===== src/lsu_pkg.sv =====
// Load/store unit shared definitions
// Widths, operation and exception encodings, default sizes

package lsu_pkg;

  // ----------------------------------------
  // Widths
  // ----------------------------------------
  localparam int ADDR_W = 16;
  localparam int DATA_W = 32;
  localparam int TAG_W  = 4;
  localparam int BE_W   = DATA_W / 8;

  // Default sizes used by the top level
  localparam int DEF_IQ_DEPTH  = 4;
  localparam int DEF_RQ_DEPTH  = 2;
  localparam int DEF_RAM_WORDS = 256;

  typedef logic [ADDR_W-1:0] addr_t;
  typedef logic [DATA_W-1:0] data_t;
  typedef logic [TAG_W-1:0]  tag_t;
  typedef logic [BE_W-1:0]   be_t;

  // ----------------------------------------
  // Encodings
  // ----------------------------------------
  typedef enum logic [1:0] {
    OP_LW  = 2'd0,
    OP_LBU = 2'd1,
    OP_SW  = 2'd2,
    OP_SB  = 2'd3
  } lsu_op_t;

  // Misaligned has priority over access fault
  typedef enum logic [1:0] {
    EXC_NONE     = 2'd0,
    EXC_MISALIGN = 2'd1,
    EXC_ACCESS   = 2'd2
  } except_t;

endpackage


===== src/lsu_cfg_regs.sv =====
// LSU configuration registers
// Access limit, alignment check and busy replay enables

`timescale 1ns/1ps

module lsu_cfg_regs
  import lsu_pkg::*;
(
  input  logic  i_clk,
  input  logic  i_rst,

  input  logic  i_cfg_we,
  input  logic  i_cfg_sel,
  input  data_t i_cfg_wdata,

  output addr_t o_cfg_limit,
  output logic  o_cfg_align_chk,
  output logic  o_cfg_busy_replay_en
);

  // Select 0: limit, select 1: {busy_replay_en, align_chk}
  always_ff @(posedge i_clk) begin
    if (i_rst) begin
      o_cfg_limit          <= '1;
      o_cfg_align_chk      <= 1'b1;
      o_cfg_busy_replay_en <= 1'b1;
    end else if (i_cfg_we) begin
      if (i_cfg_sel == 1'b0) begin
        o_cfg_limit <= i_cfg_wdata[ADDR_W-1:0];
      end else begin
        o_cfg_align_chk      <= i_cfg_wdata[0];
        o_cfg_busy_replay_en <= i_cfg_wdata[1];
      end
    end
  end

endmodule


===== config.mk =====
export PLATFORM = sky130hd
export DESIGN_NAME = lsu_cfg_regs
export DESIGN_NICKNAME = d
export VERILOG_FILES = /design/src/lsu_pkg.sv /design/src/lsu_cfg_regs.sv
export SDC_FILE = /design/constraint.sdc
export NUM_CORES = 1
export LEC_CHECK = 0
export ABC_AREA = 1
export BUFFER_PORTS_ARGS = -buffer_cell sky130_fd_sc_hd__buf_2
export CORE_MARGIN = 5
export CORE_UTILIZATION = 25
export CTS_CLUSTER_SIZE = 10
export DETAILED_ROUTE_END_ITERATION = 12
export GPL_TIMING_DRIVEN = 0
export HOLD_SLACK_MARGIN = 0.12
export SYNTH_ARGS = -nofsm -noshare
export SYNTH_HDL_FRONTEND = slang
export SYNTH_SLANG_ARGS = --single-unit
export TNS_END_PERCENT = 50

===== constraint.sdc =====
create_clock -name i_clk -period 1.1 [get_ports i_clk]
set_input_delay 0.11 -clock i_clk [delete_from_list [all_inputs] [get_ports i_clk]]
set_output_delay 0.11 -clock i_clk [all_outputs]
set_load 0.005 [all_outputs]

* Word level (Yosys, flattened, before mapping)
Cells that the tools add are included.
** Word-level totals
- Bits in registers :: 18
- Bits of input ports :: 36
- Output and inout bits :: 18
- Logic and storage cells :: 6
** Operators by class
- Bitwise gates (word level) :: 1
- Reductions and logical operators :: 2
** Operators with widths (number)
- AND reduction 2 bit :: 2
- inverter 1 bit :: 1

* Logic depth before layout (Yosys ltp)
- Depth after elaboration :: 2
- Gate-level depth with buffers :: 5

* Worst setup path before layout
No wires, ideal clock.
- Kind :: in2reg
- Start point :: input port i_cfg_sel
- End point :: register o_cfg_limit[10]
- Setup time :: 0.123 ns
- Arrival time :: 0.526 ns
- Data required time :: 0.977 ns
- Setup slack :: 0.450 ns
- Stages :: 5
- Cell sequence :: inv_2 nand2_4 buf_6 nand2_1 nand3_1
** Between the ends
- Longest elaborated chain between the ends :: 2
** Ends and longest elaborated chain
- from (decl) :: RTL line lsu_cfg_regs.sv:13 : input logic i_cfg_sel,
- inverter 1 bit (no line)
- AND reduction 2 bit (no line)
- to (signal assigned) :: RTL line lsu_cfg_regs.sv:29 : o_cfg_limit <= i_cfg_wdata[ADDR_W-1:0];
- to (decl) :: RTL line lsu_cfg_regs.sv:16 : output addr_t o_cfg_limit,
No other way between the ends.
A chain may end at the register's enable or synchronous reset.

* Worst setup path after layout
- Start point :: register o_cfg_limit[2]
- End point :: output port o_cfg_limit[2]
No word-level cell between the ends.

==> flow_metrics.tcl <==
set metrics [dict create \
    grt_antenna_before_repair 0 \
    worst_setup_path_start_kind "register" \
    max-vdd-ir-drop_mv 0.603 \
    dp_hpwl_um 1460 \
    cts_inserted_buffers 3 \
    yosys_register_bits 18 \
    finalInstanceArea_um2 1130 \
    clk_root_buffer_cell "sky130_fd_sc_hd__clkbuf_4" \
    drtPass1Iterations 4 \
    remaining_drc_errors 0 \
    placed_cells 149 \
    destination_of_the_critical_timing_path "o_cfg_limit[2]" \
    core-area_um2 2710 \
    io_pins 54 \
    ctsLongestPathBuffers 2 \
    power-per-cell-area_nw_per_um2 1220 \
    cts_sink_cnt 18 \
    timing_worst_setup_path_type "reg2out" \
    htree_num_levels 1 \
    max_transition_viols_final 0 \
    ys.warnings.count 0 \
    hold_depth 4 \
    placed_cell_areas_um2 913 \
    wire_per_inst_um 11.8 \
    grt.overflow.total 0 \
    req_time_crit_path_ns 0.99 \
    avgSynthCellArea_um2 8.51 \
    slew_headroom_pct 82.8 \
    nFillCells 294 \
    worst-slew-pin-transition_ns 0.256 \
    run_status "finished clean" \
    critPathArrivalTime_ns 0.76 \
    route.antenna.remaining_nets 0 \
    finalWirelength_um 2030 \
    setup_total_negative_slack_ns 0 \
    cp_num_buf_inv 1 \
    worstSetupEndpointType "primary output" \
    timing.reg2reg.worst_path_depth 2 \
    r2r-start "o_cfg_align_chk" \
    post_synthesis_cell_area_um2 689 \
    finalClockSkew_ns 0 \
    clkSlewWorstSetupHoldPaths_ns 0.10 \
    finalCriticalPeriod_ns 0.869 \
    crit_path_start "o_cfg_limit[2]" \
    end_of_the_worst_register_to_register_path "o_cfg_align_chk" \
    layout-drive-gt1-share_pct 34.3 \
    viasPerCell 4.51 \
    first_global_vias 768 \
    global_route_wire_length_before_repair_um 3620 \
    place.gp.congestion 0.710 \
    cap_viol_max_count 0 \
    floorplan.initialDensity_pct 25.4 \
    critical_path.cell_chain "buf_2" \
    fmaxAchievable_ghz 1.15 \
    die_width_um 62.5 \
    worst-path-stages 1 \
    placement.io_buffers 37 \
    setup_viol 0 \
    holdCritPathClass "in2reg" \
    largest_net_degree_at_the_start_of_global_routing 11 \
    finalWorstSetupSlack_ns 0.231 \
    rsz_0062_raised_after_global_routing "false" \
    power.leakage_nw 0.551 \
    clock_latency_ns 0.29 \
    dieHeight_um 62.5 \
    critPathTopFamily "flip-flops" \
    syn2layout_area_growth_pct 63.9 \
    syn-num-nets 117 \
    cp_slowest_stage_delay_ns 0.35 \
    cts_tree "yes" \
    finalNonFillerCells 171 \
    seq_area_frac_synth_pct 52.3 \
    synthesis.instances 81 \
    grt.total_usage_pct 11.0 \
    post_cts.resized_instances 0 \
    inserted_diodes 0 \
    final.period_utilization_pct 79.0 \
    cp_slowest_cell "sky130_fd_sc_hd__dfxtp_1" \
    r2r_setup_slack_ns 0.54 \
    row_count 19 \
    die_area_um2 3910 \
    layout.nets 177 \
    drt_iter0_markers 66 \
    dr_total_vias 771 \
    detailedPlace.worstSlack_ns 0.197 \
    unique_masters_post_synth 9 \
    crit_path_max_fanout 2 \
    finalHoldViolCount 0 \
]
-- state kept, by name, indices dropped and copies added (netlist names) --
name and count:
o_cfg_busy_replay_en 1, o_cfg_limit 16, o_cfg_align_chk 1
-- through the flow --
stage / power (mW) / utilization (%) / hold slack, ns
after floorplan: 0.841 / - / 0.256
after CTS: 1.42 / 41.7 / 0.177
final: 1.38 / 41.7 / 0.193
after detailed placement: 0.947 / 33.7 / 0.353
after global routing: 1.48 / 41.7 / 0.189
after global placement: 0.940 / 33.7 / 0.351
-- layer usage --
layer	routed length [um]	vias up	GRT usage, %
li1	-	390	-
met1	903	355	13.6
met2	970	26	17.9
met3	152	0	3.78
met4	0	0	3.18
met5	0	-	0
-- cell type report --
class | instances | area, um^2 | area share (%)
repair buffers | 55 | 365 | 32.3
flip-flops and latches | 18 | 360 | 31.9
multi-input cells | 56 | 263 | 23.3
plain buffers | 5 | 58.8 | 5.20
well taps | 31 | 38.8 | 3.43
clock buffers | 4 | 36.3 | 3.21
inverters | 2 | 7.51 | 0.664
-- kinds of logic (layout without fill, tap and decap cells) --
| kind of cell | after synthesis | in the layout | synth area share, % |
|---|---|---|---|
| and+or+nand+nor | 56 | 56 | 38.1 |
| DFF | 18 | 18 | 52.3 |
| buffers and inverters | 7 | 66 | 9.62 |
-- cell usage after synthesis --
| master | number | area (um^2) |
|---|---|---|
| sky130_fd_sc_hd__nand2_4 | 1 | 11.3 |
| sky130_fd_sc_hd__buf_6 | 3 | 33.8 |
| sky130_fd_sc_hd__buf_2 | 1 | 5.00 |
| sky130_fd_sc_hd__clkinv_1 | 1 | 3.75 |
| sky130_fd_sc_hd__inv_2 | 1 | 3.75 |
| sky130_fd_sc_hd__nand2_1 | 19 | 71.3 |
| sky130_fd_sc_hd__dfxtp_1 | 18 | 360 |
| sky130_fd_sc_hd__nand3_1 | 36 | 180 |
| sky130_fd_sc_hd__buf_12 | 1 | 20.0 |
-- how the worst min path moves through the flow --
stage	slack, ns	endpoint	from
2_1_floorplan	0.26	o_cfg_align_chk	i_cfg_wdata[0]
3_3_place_gp	0.35	o_cfg_limit[4]	i_cfg_wdata[4]
3_5_place_dp	0.35	o_cfg_limit[15]	i_cfg_wdata[15]
4_1_cts	0.18	o_cfg_limit[0]	i_cfg_we
5_1_grt	0.19	o_cfg_limit[0]	i_cfg_we
6_report	0.19	o_cfg_limit[13]	i_cfg_we
-- repair_timing --
action,in CTS,in global routing
setup buffers,0,0
hold endpoints to repair,18,0
hold buffers,18,0
-- power by group --
part | switching (mW) | total, mW | internal, mW | leakage, nW
Clock | 0.202 | 0.404 | 0.201 | 0.0210
Sequential | 0.0205 | 0.717 | 0.696 | 0.149
Combinational | 0.116 | 0.261 | 0.146 | 0.381
-- layout by cell type, fill, tap and decap left out --
master,synthesis,final
sky130_fd_sc_hd__nand2_4,1,1
sky130_fd_sc_hd__inv_2,1,1
sky130_fd_sc_hd__buf_6,3,3
sky130_fd_sc_hd__nand3_1,36,36
sky130_fd_sc_hd__nand2_1,19,19
sky130_fd_sc_hd__clkbuf_8,0,1
sky130_fd_sc_hd__dlygate4sd3_1,0,18
sky130_fd_sc_hd__buf_12,1,1
sky130_fd_sc_hd__clkbuf_4,0,3
sky130_fd_sc_hd__clkinv_1,1,1
sky130_fd_sc_hd__dfxtp_1,18,18
sky130_fd_sc_hd__buf_2,1,38
Power figures use the tool's default switching activity.
