==> config.mk <==
export PLATFORM = sky130hd
export DESIGN_NAME = lsu_issue_queue
export DESIGN_NICKNAME = d
export VERILOG_FILES = /design/src/lsu_pkg.sv /design/src/lsu_issue_queue.sv
export SDC_FILE = /design/constraint.sdc
export NUM_CORES = 1
export LEC_CHECK = 0
export BUFFER_PORTS_ARGS = -buffer_cell sky130_fd_sc_hd__buf_2
export CAP_MARGIN = 15
export CORE_MARGIN = 4
export CORE_UTILIZATION = 51
export DETAILED_ROUTE_END_ITERATION = 10
export PLACE_DENSITY_LB_ADDON = 0.25
export SLEW_MARGIN = 20
export SYNTH_ARGS = -nofsm -noshare
export SYNTH_HDL_FRONTEND = slang
export SYNTH_SLANG_ARGS = --single-unit
==> constraint.sdc <==
create_clock -name i_clk -period 2.9 [get_ports i_clk]
set_input_delay 0.58 -clock i_clk [delete_from_list [all_inputs] [get_ports i_clk]]
set_output_delay 0.58 -clock i_clk [all_outputs]
set_load 0.005 [all_outputs]
==> src/lsu_pkg.sv <==
// Load/store unit shared definitions
// Widths, operation and exception encodings, default sizes

package lsu_pkg;

  // ----------------------------------------
  // Widths
  // ----------------------------------------
  localparam int ADDR_W = 16;
  localparam int DATA_W = 32;
  localparam int TAG_W  = 4;
  localparam int BE_W   = DATA_W / 8;

  // Default sizes used by the top level
  localparam int DEF_IQ_DEPTH  = 4;
  localparam int DEF_RQ_DEPTH  = 2;
  localparam int DEF_RAM_WORDS = 256;

  typedef logic [ADDR_W-1:0] addr_t;
  typedef logic [DATA_W-1:0] data_t;
  typedef logic [TAG_W-1:0]  tag_t;
  typedef logic [BE_W-1:0]   be_t;

  // ----------------------------------------
  // Encodings
  // ----------------------------------------
  typedef enum logic [1:0] {
    OP_LW  = 2'd0,
    OP_LBU = 2'd1,
    OP_SW  = 2'd2,
    OP_SB  = 2'd3
  } lsu_op_t;

  // Misaligned has priority over access fault
  typedef enum logic [1:0] {
    EXC_NONE     = 2'd0,
    EXC_MISALIGN = 2'd1,
    EXC_ACCESS   = 2'd2
  } except_t;

endpackage

==> src/lsu_issue_queue.sv <==
// LSU issue queue
// Holds dispatched operations and offers them in dispatch order

`timescale 1ns/1ps

module lsu_issue_queue
  import lsu_pkg::*;
#(
  parameter int IQ_DEPTH = 4
)
(
  input  logic    i_clk,
  input  logic    i_rst,

  input  logic    i_disp_valid,
  input  lsu_op_t i_disp_op,
  input  tag_t    i_disp_tag,
  input  addr_t   i_disp_base,
  input  addr_t   i_disp_offset,
  input  data_t   i_disp_wdata,

  input  logic    i_take,
  output logic    o_valid,
  output lsu_op_t o_op,
  output tag_t    o_tag,
  output addr_t   o_base,
  output addr_t   o_offset,
  output data_t   o_wdata,
  output logic    o_full
);

  localparam int PTR_W = (IQ_DEPTH > 1) ? $clog2(IQ_DEPTH) : 1;
  localparam int CNT_W = $clog2(IQ_DEPTH + 1);

  // Entry payload
  lsu_op_t   q_op     [IQ_DEPTH];
  tag_t      q_tag    [IQ_DEPTH];
  addr_t     q_base   [IQ_DEPTH];
  addr_t     q_offset [IQ_DEPTH];
  data_t     q_wdata  [IQ_DEPTH];

  logic [PTR_W-1:0] wr_ptr;
  logic [PTR_W-1:0] rd_ptr;
  logic [CNT_W-1:0] count;
  logic             push;
  logic             pop;

  // Strobe while full is dropped
  assign push = i_disp_valid && !o_full;
  assign pop  = i_take && o_valid;

  always_ff @(posedge i_clk) begin
    if (push) begin
      q_op[wr_ptr]     <= i_disp_op;
      q_tag[wr_ptr]    <= i_disp_tag;
      q_base[wr_ptr]   <= i_disp_base;
      q_offset[wr_ptr] <= i_disp_offset;
      q_wdata[wr_ptr]  <= i_disp_wdata;
    end
  end

  // ----------------------------------------
  // Pointers and occupancy
  // ----------------------------------------
  always_ff @(posedge i_clk) begin
    if (i_rst) begin
      wr_ptr <= '0;
      rd_ptr <= '0;
      count  <= '0;
    end else begin
      if (push) begin
        wr_ptr <= (wr_ptr == PTR_W'(IQ_DEPTH - 1)) ? '0 : wr_ptr + 1'b1;
      end
      if (pop) begin
        rd_ptr <= (rd_ptr == PTR_W'(IQ_DEPTH - 1)) ? '0 : rd_ptr + 1'b1;
      end
      count <= count + CNT_W'(push) - CNT_W'(pop);
    end
  end

  assign o_full   = (count == CNT_W'(IQ_DEPTH));
  assign o_valid  = (count != '0);
  assign o_op     = q_op[rd_ptr];
  assign o_tag    = q_tag[rd_ptr];
  assign o_base   = q_base[rd_ptr];
  assign o_offset = q_offset[rd_ptr];
  assign o_wdata  = q_wdata[rd_ptr];

endmodule

# Word-level counts from Yosys, hierarchy flattened
# Memory sizes are Yosys's and may differ from the RTL's. A register that Yosys moved wholly into a read port is not among the register bits.
# Index checks and enable logic that the tools add are counted.
[classes]
add_sub_neg = 4
n_eq_ne = 3
n_mux = 14
n_reduce_logical = 4
[op_table]
columns = ["op", "n"]
rows = [
  ["2-bit two-way mux", 12],
  ["2-bit by 1-bit adder with 2-bit output, second input constant", 2],
  ["2-bit == test, second input constant", 2],
  ["3-bit by 1-bit adder with 3-bit output", 1],
  ["3-bit == test, second input constant", 1],
  ["3-bit nonzero test", 1],
  ["3-bit by 1-bit subtractor with 3-bit output", 1],
  ["1-bit logical AND", 2],
  ["1-bit two-way mux", 2],
  ["1-bit logical NOT", 1],
]
[totals]
regBits = 7
ramBits = 280
in_bits = 74
output_inout_bits = 72
wordCells = 33
mem_count = 5
[memory_table]
columns = ["name", "words", "width", "read_ports", "rd_ports_with_merged_regs", "wr", "line_no", "source"]
rows = [
  ["q_wdata", 4, 32, 1, 1, 1, "lsu_issue_queue.sv:40", "data_t q_wdata [IQ_DEPTH];"],
  ["q_base", 4, 16, 1, 1, 1, "lsu_issue_queue.sv:38", "addr_t q_base [IQ_DEPTH];"],
  ["q_offset", 4, 16, 1, 1, 1, "lsu_issue_queue.sv:39", "addr_t q_offset [IQ_DEPTH];"],
  ["q_tag", 4, 4, 1, 1, 1, "lsu_issue_queue.sv:37", "tag_t q_tag [IQ_DEPTH];"],
  ["q_op", 4, 2, 1, 1, 1, "lsu_issue_queue.sv:36", "lsu_op_t q_op [IQ_DEPTH];"],
]

# Logic depth before layout (Yosys ltp)
[depth]
word_depth = 5
ltp_mapped = 12
mapped_depth_nobuf = 11

# Worst setup path before layout
# OpenSTA, ideal clock, no wires.
[synth_path]
path_kind = "flip-flop to flip-flop"
from = "register count[1]"
to = "memory q_base[0][0] (netlist bit) (enable)"
setup_ps = 436
arrival_time_ps = 2334
t_required_ps = 2464
setup_slack_ps = 130
stages_incl_launch_ff = 4
n_path_buf = 1
period_less_slack_ps = 2770
cell_sequence = "dfxtp_1 -> or3b_1 -> buf_6 -> and3_1"
[synth_via]
elab_chain_len = 5
[synth_lines]
columns = ["element", "line_no", "source"]
rows = [
  ["start, declared", "lsu_issue_queue.sv:44", "logic [CNT_W-1:0] count;"],
  ["start signal, assigned", "lsu_issue_queue.sv:77", "count <= count + CNT_W'(push) - CNT_W'(pop);"],
  ["3-bit == test", "lsu_issue_queue.sv:81", "assign o_full = (count == CNT_W'(IQ_DEPTH));"],
  ["1-bit logical NOT", "lsu_issue_queue.sv:49", "assign push = i_disp_valid && !o_full;"],
  ["1-bit logical AND", "lsu_issue_queue.sv:49", ""],
  ["1-bit two-way mux", "lsu_issue_queue.sv:53", "if (push) begin"],
  ["1-bit two-way mux (implied by the code)", "lsu_issue_queue.sv:56", "q_base[wr_ptr] <= i_disp_base;"],
  ["end, declared", "lsu_issue_queue.sv:38", ""],
]
# Every way passes these cells.

==> run_results.csv <==
group,metric,value,unit
status,outcome,"finished clean",
clocking,cts_buffer_depth,3,
synthesis,synth_top_area_cell,"edfxtp_1",
floorplan,io_pins,146,
clocking,clk_pin_slew,0.06,ns
routing,drc,0,
routing,viasPerCell,5.456,
worst_setup_path,crit_path_start_kind,"register",
placed_design,hpwl,11.21,mm
sta,setup_violations,0,
job,maxCapViolations,0,
power,peakVddDrop,598.5,uV
synthesis,synth_common_cells,"280 x edfxtp_1, 70 x mux4_2, 9 x clkbuf_1, 9 x dfxtp_1",
worst_setup_path,slowest_delay,0.66,ns
global_route,grt_max_degree,49,
global_route,grt_antenna_before_repair,3,
synthesis,syn_inst,417,
worst_setup_path,worstPathCellList,"buf_4 > mux4_2 > buf_2",
worst_setup_path,cp.arrival,2.04,ns
sta,period_share,0.9036,
sta,relSlewSlack,0.6333,
routing,drt-initial-drc-count,244,
placed_design,place_congestion,0.7360,
synthesis,synth.most_common_cell,"edfxtp_1",
final_layout,multi_input_area,0.001864,sq mm
final_layout,syn_to_final_growth,19.10,%
global_route,overflow,0,
clocking,cts.repair.resized,0,
power,switching_share,0.2390,
floorplan,die_h,151.9,um
sta,rsz0062_at_grt,"no",
synthesis,synth-seq-cells,289,
clocking,post_cts_buffers,0,
synthesis,synthTopCellsByArea,"edfxtp_1 80%, mux4_2 15%, dfxtp_1 1.7%",
synthesis,yosysTopAreaCellShare,0.7958,
power,intPower,8222,uW
floorplan,core_area,0.02030,sq mm
synthesis,synth.net_count,499,
floorplan,fp-row-count,52,
routing,antenna_left,0,
synthesis,syn_area_per_cell,25.34,sq um
sta,max_freq,0.3816,GHz
synthesis,synthDistinctLibCells,28,
worst_setup_path,crit_slowest_cell,"dfxtp_4",
worst_setup_path,crit_type,"register to primary output",
sta,tightest_slew,0.5454,ns
clocking,root_buffer,"clkbuf_16",
clocking,clkSinkCount,289,
final_layout,drive_above_1_share,0.4498,
sta,clock_skew,0.005795,ns
clocking,htreeDepth,1,
worst_hold_path,hold_path.class,"input port to register",
worst_setup_path,cp_max_fo,28,
synthesis,synth-async-reset-ratio,0,
final_layout,area.sequential,0.008596,sq mm
global_route,grt_pass1_vias,5243,
power,p_comb_frac,0.197,
floorplan,die_area,0.02308,sq mm
clocking,ctsHoldBuffers,0,
clocking,cts_tree,"done",
sta,fin_tns_setup,0,ns
final_layout,fillers,1448,
global_route,grt.total_usage,0.1613,
sta,slew_viol_final,0,
power,p_switching,2583,uW
routing,wl_per_cell,21.26,um
floorplan,fp.dieW,151.9,um
clocking,clk_latency,0.52,ns
placed_design,dpl_cell_area,0.01171,sq mm
worst_setup_path,worstPathRequired,2.32,ns
routing,num_vias,4785,
routing,dr.pass1.iters,4,
sta,hold_viol,0,
power,clkPwrFrac,0.317,
synthesis,synth_edf_count,280,
power,power_leakage,0.004252,uW
final_layout,fin_nets,668,
final_layout,diodes,0,
synthesis,seq_area_frac_synth,0.8129,
synthesis,syn_area,0.01057,sq mm
worst_setup_path,cp-end-kind,"primary output",
routing,drt_wl_total,18.64,mm
power,seq_power_share,0.486,
synthesis,yosysWarnings,0,
floorplan,initial_core_util,0.5205,
clocking,cts_buffers,29,
placed_design,portBuffers,145,
synthesis,synth_ff_type,"edfxtp_1",
sta,period_needed,2.620,ns
final_layout,design_area,0.01258,sq mm
power,power.density,858.7,mW/mm^2
global_route,grt_pass1_wl,29.42,mm
## worst paths after layout
kind	slack [ns]	endpoint	from	depth (start not counted)
max	0.28	o_wdata[12]	register	3
min	0.27	q_wdata[3][28]	i_disp_wdata[28]	1
max reg2reg	0.38	count[2]	count[1]	11
min reg2reg	0.49	register	rd_ptr[0]	2
## final cells by class
class	count	share of cell area
clock buffers	39	0.06065
clock inverters	13	0.008949
inverters	7	0.002088
multi-input cells	103	0.1482
flip-flops and latches	289	0.6831
well taps	270	0.02685
repair buffers	156	0.07020
## registers in the layout (all words and copies together) (netlist names), named ones only
name	cells
q_wdata	128
q_base	64
q_offset	64
q_tag	16
q_op	8
count	3
rd_ptr	2
wr_ptr	2
## power by group through the flow
stage | combinational [uW] | clock [uW] | sequential [uW]
finish | 2130 | 3430 | 5250
global route | 2340 | 3690 | 5290
CTS | 2210 | 3520 | 5260
detailed placement | 2200 | 0 | 5340
global placement | 2180 | 0 | 5310
floorplan | 1350 | 0 | 5280
## metrics by stage
stage | utilization | hold slack [ns] | cells | power (uW) | worst slack (ns)
floorplan | - | 0.4634 | 417 | 6635 | 0.1299
global placement | 0.5767 | 0.4836 | 825 | 7483 | 0.4958
detailed placement | 0.5767 | 0.4762 | 825 | 7544 | 0.3600
CTS | 0.6199 | 0.2436 | 877 | 10980 | 0.2113
global route | 0.6199 | 0.2501 | 877 | 11320 | 0.1924
finish | 0.6199 | 0.2701 | 877 | 10810 | 0.2797
## placed cells by master, fill, tap and decap left out, types with 2 or more instances in the layout
cell and instances:
edfxtp_1 280, buf_2 145, mux4_2 70, clkbuf_16 29, clkbuf_1 10, inv_1 7, ha_1 7, dfxtp_1 7
clkinv_2 6, buf_12 6, buf_4 5, and3_4 4, clkinv_1 4, nor2_1 3, nor3_1 2, nand3_1 2
a21oi_1 2, dfxtp_4 2, bufinv_16 2
## logic make-up (layout without fill, tap and decap cells)
kind of cell	after synthesis	count (layout)	synth area share
multiplexers	71	71	0.1502
AO/OA/AOI/OAI	5	5	0.003553
XOR/XNOR	1	1	0.0008291
buffers and inverters	25	215	0.01220
adder cells (fa/ha/maj)	8	8	0.01018
flip-flops	289	289	0.8129
AND/OR/NAND/NOR	18	18	0.01019
## critical path: cells and delay by family (launching register included)
kind     cells  cell delay (ns)
buf+inv      2             0.51
flops        1             0.66
mux          1             0.35
## layer usage
metal / GRT usage / up-vias / share of wire / wire [um]
li1: - / 2119 / - / -
met3: 0.04551 / 40 / 0.076 / 1414
met2: 0.2612 / 162 / 0.49 / 9089
met5: 0 / - / 0.0019 / 35
met4: 0.03639 / 6 / 0.020 / 376
met1: 0.2231 / 2458 / 0.41 / 7724
(Power assumes the default switching activity.)
