--- src/lsu_pkg.sv ---
// Load/store unit shared definitions
// Widths, operation and exception encodings, default sizes

package lsu_pkg;

  // ----------------------------------------
  // Widths
  // ----------------------------------------
  localparam int ADDR_W = 16;
  localparam int DATA_W = 32;
  localparam int TAG_W  = 4;
  localparam int BE_W   = DATA_W / 8;

  // Default sizes used by the top level
  localparam int DEF_IQ_DEPTH  = 4;
  localparam int DEF_RQ_DEPTH  = 2;
  localparam int DEF_RAM_WORDS = 256;

  typedef logic [ADDR_W-1:0] addr_t;
  typedef logic [DATA_W-1:0] data_t;
  typedef logic [TAG_W-1:0]  tag_t;
  typedef logic [BE_W-1:0]   be_t;

  // ----------------------------------------
  // Encodings
  // ----------------------------------------
  typedef enum logic [1:0] {
    OP_LW  = 2'd0,
    OP_LBU = 2'd1,
    OP_SW  = 2'd2,
    OP_SB  = 2'd3
  } lsu_op_t;

  // Misaligned has priority over access fault
  typedef enum logic [1:0] {
    EXC_NONE     = 2'd0,
    EXC_MISALIGN = 2'd1,
    EXC_ACCESS   = 2'd2
  } except_t;

endpackage

--- src/lsu_replay_queue.sv ---
// LSU replay queue
// Keeps operations rejected on memory busy and reissues them in order

`timescale 1ns/1ps

module lsu_replay_queue
  import lsu_pkg::*;
#(
  parameter int RQ_DEPTH = 2
)
(
  input  logic    i_clk,
  input  logic    i_rst,

  input  logic    i_push,
  input  lsu_op_t i_op,
  input  tag_t    i_tag,
  input  addr_t   i_addr,
  input  data_t   i_wdata,

  input  logic    i_mem_busy,
  input  logic    i_take,
  output logic    o_valid,
  output lsu_op_t o_op,
  output tag_t    o_tag,
  output addr_t   o_addr,
  output data_t   o_wdata,
  output logic    o_full
);

  localparam int PTR_W = (RQ_DEPTH > 1) ? $clog2(RQ_DEPTH) : 1;
  localparam int CNT_W = $clog2(RQ_DEPTH + 1);

  lsu_op_t q_op    [RQ_DEPTH];
  tag_t    q_tag   [RQ_DEPTH];
  addr_t   q_addr  [RQ_DEPTH];
  data_t   q_wdata [RQ_DEPTH];

  logic [PTR_W-1:0] wr_ptr;
  logic [PTR_W-1:0] rd_ptr;
  logic [CNT_W-1:0] count;
  logic             pop;

  assign pop = i_take && o_valid;

  always_ff @(posedge i_clk) begin
    if (i_push) begin
      q_op[wr_ptr]    <= i_op;
      q_tag[wr_ptr]   <= i_tag;
      q_addr[wr_ptr]  <= i_addr;
      q_wdata[wr_ptr] <= i_wdata;
    end
  end

  always_ff @(posedge i_clk) begin
    if (i_rst) begin
      wr_ptr <= '0;
      rd_ptr <= '0;
      count  <= '0;
    end else begin
      if (i_push) begin
        wr_ptr <= (wr_ptr == PTR_W'(RQ_DEPTH - 1)) ? '0 : wr_ptr + 1'b1;
      end
      if (pop) begin
        rd_ptr <= (rd_ptr == PTR_W'(RQ_DEPTH - 1)) ? '0 : rd_ptr + 1'b1;
      end
      count <= count + CNT_W'(i_push) - CNT_W'(pop);
    end
  end

  // Full one entry early, the op already in EX1 may still be pushed
  assign o_full  = (count >= CNT_W'(RQ_DEPTH - 1));
  // Held back while memory is busy
  assign o_valid = (count != '0) && !i_mem_busy;
  assign o_op    = q_op[rd_ptr];
  assign o_tag   = q_tag[rd_ptr];
  assign o_addr  = q_addr[rd_ptr];
  assign o_wdata = q_wdata[rd_ptr];

endmodule

--- config.mk ---
export PLATFORM = sky130hd
export DESIGN_NAME = lsu_replay_queue
export DESIGN_NICKNAME = d
export VERILOG_FILES = /design/src/lsu_pkg.sv /design/src/lsu_replay_queue.sv
export SDC_FILE = /design/constraint.sdc
export NUM_CORES = 1
export LEC_CHECK = 0
export BUFFER_PORTS_ARGS = -buffer_cell sky130_fd_sc_hd__buf_2
export CORE_ASPECT_RATIO = 1.4
export CORE_MARGIN = 10
export CORE_UTILIZATION = 52
export DETAILED_ROUTE_END_ITERATION = 16
export HOLD_SLACK_MARGIN = 0.12
export PLACE_DENSITY = 0.79
export SLEW_MARGIN = 0
export SYNTH_ARGS = -nofsm -noshare
export SYNTH_HDL_FRONTEND = slang
export SYNTH_SLANG_ARGS = --single-unit
--- constraint.sdc ---
create_clock -name i_clk -period 4.1 [get_ports i_clk]
set_input_delay 0.615 -clock i_clk [delete_from_list [all_inputs] [get_ports i_clk]]
set_output_delay 0.615 -clock i_clk [all_outputs]
set_load 0.05 [all_outputs]
After elaboration in Yosys (flattened, before gate mapping)
Memories as Yosys holds them, arrays and structs flattened. A register that Yosys moved wholly into a read port is not among the register bits.
Index checks and enable logic that the tools add are counted.
- order comparisons: 1
- add/subtract/negate cells: 4
- multiply operators: 0
- shifts and indexed selects: 0
- equality and inequality tests: 0
- bitwise logic cells: 0
- multiplexer cells: 12
- reduce and logical (&&, ||, !) cells: 4
- div/mod/pow operators: 0
- operator list (cell ; number):
    two-way mux 1 bit ; 12
    adder 1 bit (second input constant) ; 2
    adder 2 x 1 -> 2 bit ; 1
    greater-or-equal comparator 2 x 1 -> 1 bit (second input constant) ; 1
    logical AND 1 bit ; 2
    nonzero test 2 bit ; 1
    subtractor 2 x 1 -> 2 bit ; 1
    logical NOT 1 bit ; 1
- output and inout bits: 56
- memory bits (read-only): 0
- memories kept: 4
- bits in writable memories: 108
- word-level logic and storage cells: 28
- input port bits: 59
- register bits: 4
- bits in latches: 0
- memory list (memory ; depth ; bits a word ; read ports ; clocked after Yosys merged registers in ; write ports ; line ; text):
    q_wdata ; 2 ; 32 ; 1 ; 1 ; 1 ; lsu_replay_queue.sv:37 ; data_t q_wdata [RQ_DEPTH];
    q_addr ; 2 ; 16 ; 1 ; 1 ; 1 ; lsu_replay_queue.sv:36 ; addr_t q_addr [RQ_DEPTH];
    q_tag ; 2 ; 4 ; 1 ; 1 ; 1 ; lsu_replay_queue.sv:35 ; tag_t q_tag [RQ_DEPTH];
    q_op ; 2 ; 2 ; 1 ; 1 ; 1 ; lsu_replay_queue.sv:34 ; lsu_op_t q_op [RQ_DEPTH];

Logic depth before layout (Yosys ltp)
- depth in word-level cells: 5
- depth in mapped cells: 8
- gate-level depth less buffers: 8

Least setup slack after synthesis
No wires, ideal clock.
- path type: input-to-reg
- start: in i_push
- end: mem q_addr[0][0] (netlist bit) (enable)
- data required time: 3.628 ns
- stages on the path: 1
- arrival: 3.002 ns
- slack: 0.625 ns
- path buffers: 0
- setup time: 0.472 ns
- path through: nor2b_1
- longest elaborated chain between the ends: 2
- RTL lines (element ; line ; text):
    start, declared ; lsu_replay_queue.sv:15 ; input logic i_push,
    two-way mux 1 bit ; lsu_replay_queue.sv:47 ; if (i_push) begin
    two-way mux 1 bit (not written as such) ; lsu_replay_queue.sv:50 ; q_addr[wr_ptr] <= i_addr;
    end, declared ; lsu_replay_queue.sv:36 ;
No other way between the ends.

==> results.md <==
Status:
- The flow ran to the end, and the final reports show no timing, DRC or antenna violations.

Synth:
- The post-synthesis net count is about 260.
- The most common cell in the netlist is sky130_fd_sc_hd__edfxtp_1.
- After synthesis, the most frequently instantiated cells are sky130_fd_sc_hd__edfxtp_1 (108), sky130_fd_sc_hd__mux2_2 (50), sky130_fd_sc_hd__buf_6 (6), sky130_fd_sc_hd__mux2_1 (6), sky130_fd_sc_hd__dfxtp_1 (5).
- Each instance of the synthesized netlist takes up on average 21.5 µm².
- The register bit count reported by yosys is 113.
- By area the synthesized netlist is led by sky130_fd_sc_hd__edfxtp_1 (78%), sky130_fd_sc_hd__mux2_2 (13%), sky130_fd_sc_hd__dfxtp_1 (2.4%).
- The gate count after technology mapping is 194.
- The library cell occupying the most area in the post-synthesis netlist is sky130_fd_sc_hd__edfxtp_1.
- For this run, the number of Yosys warnings is 0.
- The sequential element share of the synthesized area is 80.1%.
- Counting flops with a built-in enable in the synthesized netlist gives 108.
- In this run the cell area of the synthesized design comes to roughly 4200 µm².
- The most used flip-flop cell after synthesis is sky130_fd_sc_hd__edfxtp_1.
- Counting distinct cell types in the post-synthesis netlist gives 16.
- The fraction of synthesized cell area taken by the top area cell type is 77.7%.
- Of all flip-flops after synthesis, the portion carrying an async set or reset was 0%.

CTS:
- The CTS sink count is around 110.
- The clock latency reported for the late side of the worst-skew pair is 500 ps.
- In this run, post-CTS repair resized a total of 0 instances.
- The total clock buffers created by CTS is 17.
- Buffers added to address setup during post-CTS repair amount to 0.
- The number of hold buffers added after CTS is 0.
- The clock tree from TritonCTS is built.
- The clock transition at the registers of the reported paths is 50 ps.
- In this run the deepest clock path goes through 2 buffers.
- The buffer type at the clock tree root is sky130_fd_sc_hd__clkbuf_8.
- The depth of the CTS H-tree is 4.

Pwr:
- VDD sags by at most ~460 µV.
- The leakage dissipation is between 0.002 and 0.0025 µW.
- In this run the power density over the cells is 627 nW/µm².

Final layout:
- The share of cells above drive strength 1 is 60.1%.
- Compared with the post-synthesis result, the final layout area differs by 31.4%.
- The final design instance area without fill is 5480 µm².
- After the last flow step, the layout net total stands at about 390.
- Cells fill 70.3% of the core in the end.
- The filler cells instantiated in the layout total 535.

Floorplan:
- The floorplan step set the die height to 126 µm.
- The overall die area is 12,100 µm².
- The number of top-level pins is between 100 and 150.
- The number of cell rows is 38.
- The floorplan step set the die width to between 90 and 100 µm.
- The standard cell core area is 7800 µm².
- The starting density of the core is a little over half.

Placement:
- The HPWL after detailed placement is 5.48 mm.
- Input and output buffers added on the ports amount to 114.
- At the end of routability-driven placement, the weighted congestion stood at 0.739.
- The area of placed instances is roughly 4800 µm².

Worst hold path:
- The worst hold path class is in -> reg.
- For hold timing, the worst endpoint is q_wdata[0][21].
- The worst hold path begins at i_wdata[21].
- The cell depth of the worst hold path is 1.

Timing:
- Setup violations remaining at the end of the flow were counted as 0.
- Setup repair after global routing left no endpoint under its margin.
- The setup total negative slack is 0 ps.
- The worst hold margin is between 200 and 300 ps.
- The portion of the clock cycle consumed by the worst path in the final layout is 71.8%.
- At the pin with the least slew margin, the transition time is 1080 ps.
- The upper clock frequency limit is 340 MHz.
- Subtracting the final worst setup slack from the clock period gives 2940 ps.
- The relative slew slack is 28.3%.
- The count of pins over their slew limit is 0.
- The final count of hold timing violations is 0.
- Across the routed clock network, the largest skew measured is 5.59 ps.

Job:
- Max-cap violations in this run came to 0.

Global route:
- The largest net degree at the start of global routing is 47.
- The first global-routing pass estimated 12.0 mm of wire.
- The initial antenna violation count is 1.
- The total overflow reported by the global router is 0.
- The number of global-route vias before repair is 2,321.
- For this run, the total global-route usage over all layers was measured as 13.7%.

Critical path:
- The beginning of the worst register-to-register path is wr_ptr.
- The data required time of the critical path is 3480 ps.
- Of all nets on the critical path, the largest fanout is 30.
- The critical path arrival is around 2300 ps.
- The setup slack on the worst flop-to-flop path is 2170 ps.
- STA classifies the critical path endpoint as an output pin.
- STA classifies the critical path startpoint as a flip-flop.
- The endpoint identified for the worst register-to-register timing path is q_wdata[1][10].
- The length in cells of the worst reg-to-reg path is 2.
- The start-to-end type of the worst setup path is reg -> out.

Detailed routing:
- In this run the remaining antenna-violating nets after routing total 0.
- The highest layer touched by signal routing is met4.
- After detailed routing, the met3 layer carries 504 µm of wire.
- In the final routed layout, each cell accounts on average for 17.8 µm.
- Dividing the detail-routed via count by the number of cells gives 4.91.
- The total via count in the routed design is 2,154.
- The final routed DRC violation total is 0.
- The first detailed-routing pass took 4 iterations.
- The detailed router put a total of 2.71 mm of wire on met1.
- The wire length on met2 is 4.38 mm.
- The final layout contains routed wiring with a total length of 7.81 mm.
- The DRC violation total after the first TritonRoute iteration is 98.
-- metrics by stage --
step                power [µW]  worst slack [ps]  instances
floorplan                 1790               625        194
global placement          1900              1630        406
detailed placement        1910              1620        406
CTS                       3480              1060        438
global route              3570               982        439
finish                    3440              1160        439
-- cell usage in the layout (no fill, tap or decap), types with 2 or more instances in the layout --
| cell | instances |
|---|---|
| sky130_fd_sc_hd__mux2_1 | 6 |
| sky130_fd_sc_hd__mux2_2 | 50 |
| sky130_fd_sc_hd__nor2_1 | 4 |
| sky130_fd_sc_hd__ha_1 | 2 |
| sky130_fd_sc_hd__and2_2 | 2 |
| sky130_fd_sc_hd__inv_1 | 3 |
| sky130_fd_sc_hd__buf_2 | 114 |
| sky130_fd_sc_hd__edfxtp_1 | 108 |
| sky130_fd_sc_hd__clkbuf_16 | 16 |
| sky130_fd_sc_hd__bufinv_16 | 6 |
| sky130_fd_sc_hd__dfxtp_1 | 4 |
| sky130_fd_sc_hd__clkinv_2 | 5 |
| sky130_fd_sc_hd__nor2b_1 | 2 |
| sky130_fd_sc_hd__buf_4 | 4 |
| sky130_fd_sc_hd__clkbuf_1 | 3 |
-- cells by family after synthesis --
| group | share of synthesized area [%] |
|---|---|
| buf+inv | 1.89 |
| xor+xnor | 0.420 |
| fa+ha+maj | 0.600 |
| flops | 80.1 |
| mux | 15.1 |
| simple gates | 1.86 |
-- flip-flops by register name (all words and copies together) (netlist names), named ones only --
| name | cells |
|---|---|
| count | 2 |
| q_addr | 32 |
| q_op | 4 |
| q_tag | 8 |
| q_wdata | 64 |
| rd_ptr | 1 |
| wr_ptr | 1 |
-- report_power, final --
group / total (µW) / internal [µW] / leakage (µW) / switching, µW
Clock: 1560 / 1100 / 0.000312 / 455
Combinational: 502 / 144 / 0.000756 / 358
Sequential: 1380 / 1350 / 0.00106 / 29.7
-- critical path, stage by stage (launching register included) --
cell and delay (ps):
sky130_fd_sc_hd__dfxtp_2 780, sky130_fd_sc_hd__buf_4 440, sky130_fd_sc_hd__mux2_2 380, sky130_fd_sc_hd__buf_2 210
-- layout make-up --
cell class	instances	area [µm²]	area share, %
Inverter	3	11.3	0.205
Multi-Input combinational cell	72	759	13.9
Antenna cell	1	2.50	0.0457
Sequential cell	113	3340	61.0
Clock buffer	20	425	7.76
Tap cell	100	125	2.28
Clock inverter	12	213	3.88
Timing Repair Buffer	118	601	11.0
-- layer usage --
layer	GRT usage (%)	vias up
met3	5.71	17
met4	8.09	0
met2	23.4	73
met1	13.3	1038
met5	0	-
li1	-	1026
-- how the worst max path moves through the flow --
stage / start / end / slack, ps / cells after the start
floorplan: i_push / q_addr[0][0] / 630 / 1
detailed placement: flip-flop / o_wdata[2] / 1620 / 3
finish: flip-flop / o_addr[12] / 1160 / 3
global placement: flip-flop / o_wdata[24] / 1630 / 3
global route: flip-flop / o_wdata[0] / 980 / 3
CTS: flip-flop / o_addr[12] / 1060 / 3
No activity file was read; power rests on OpenSTA's default activity.
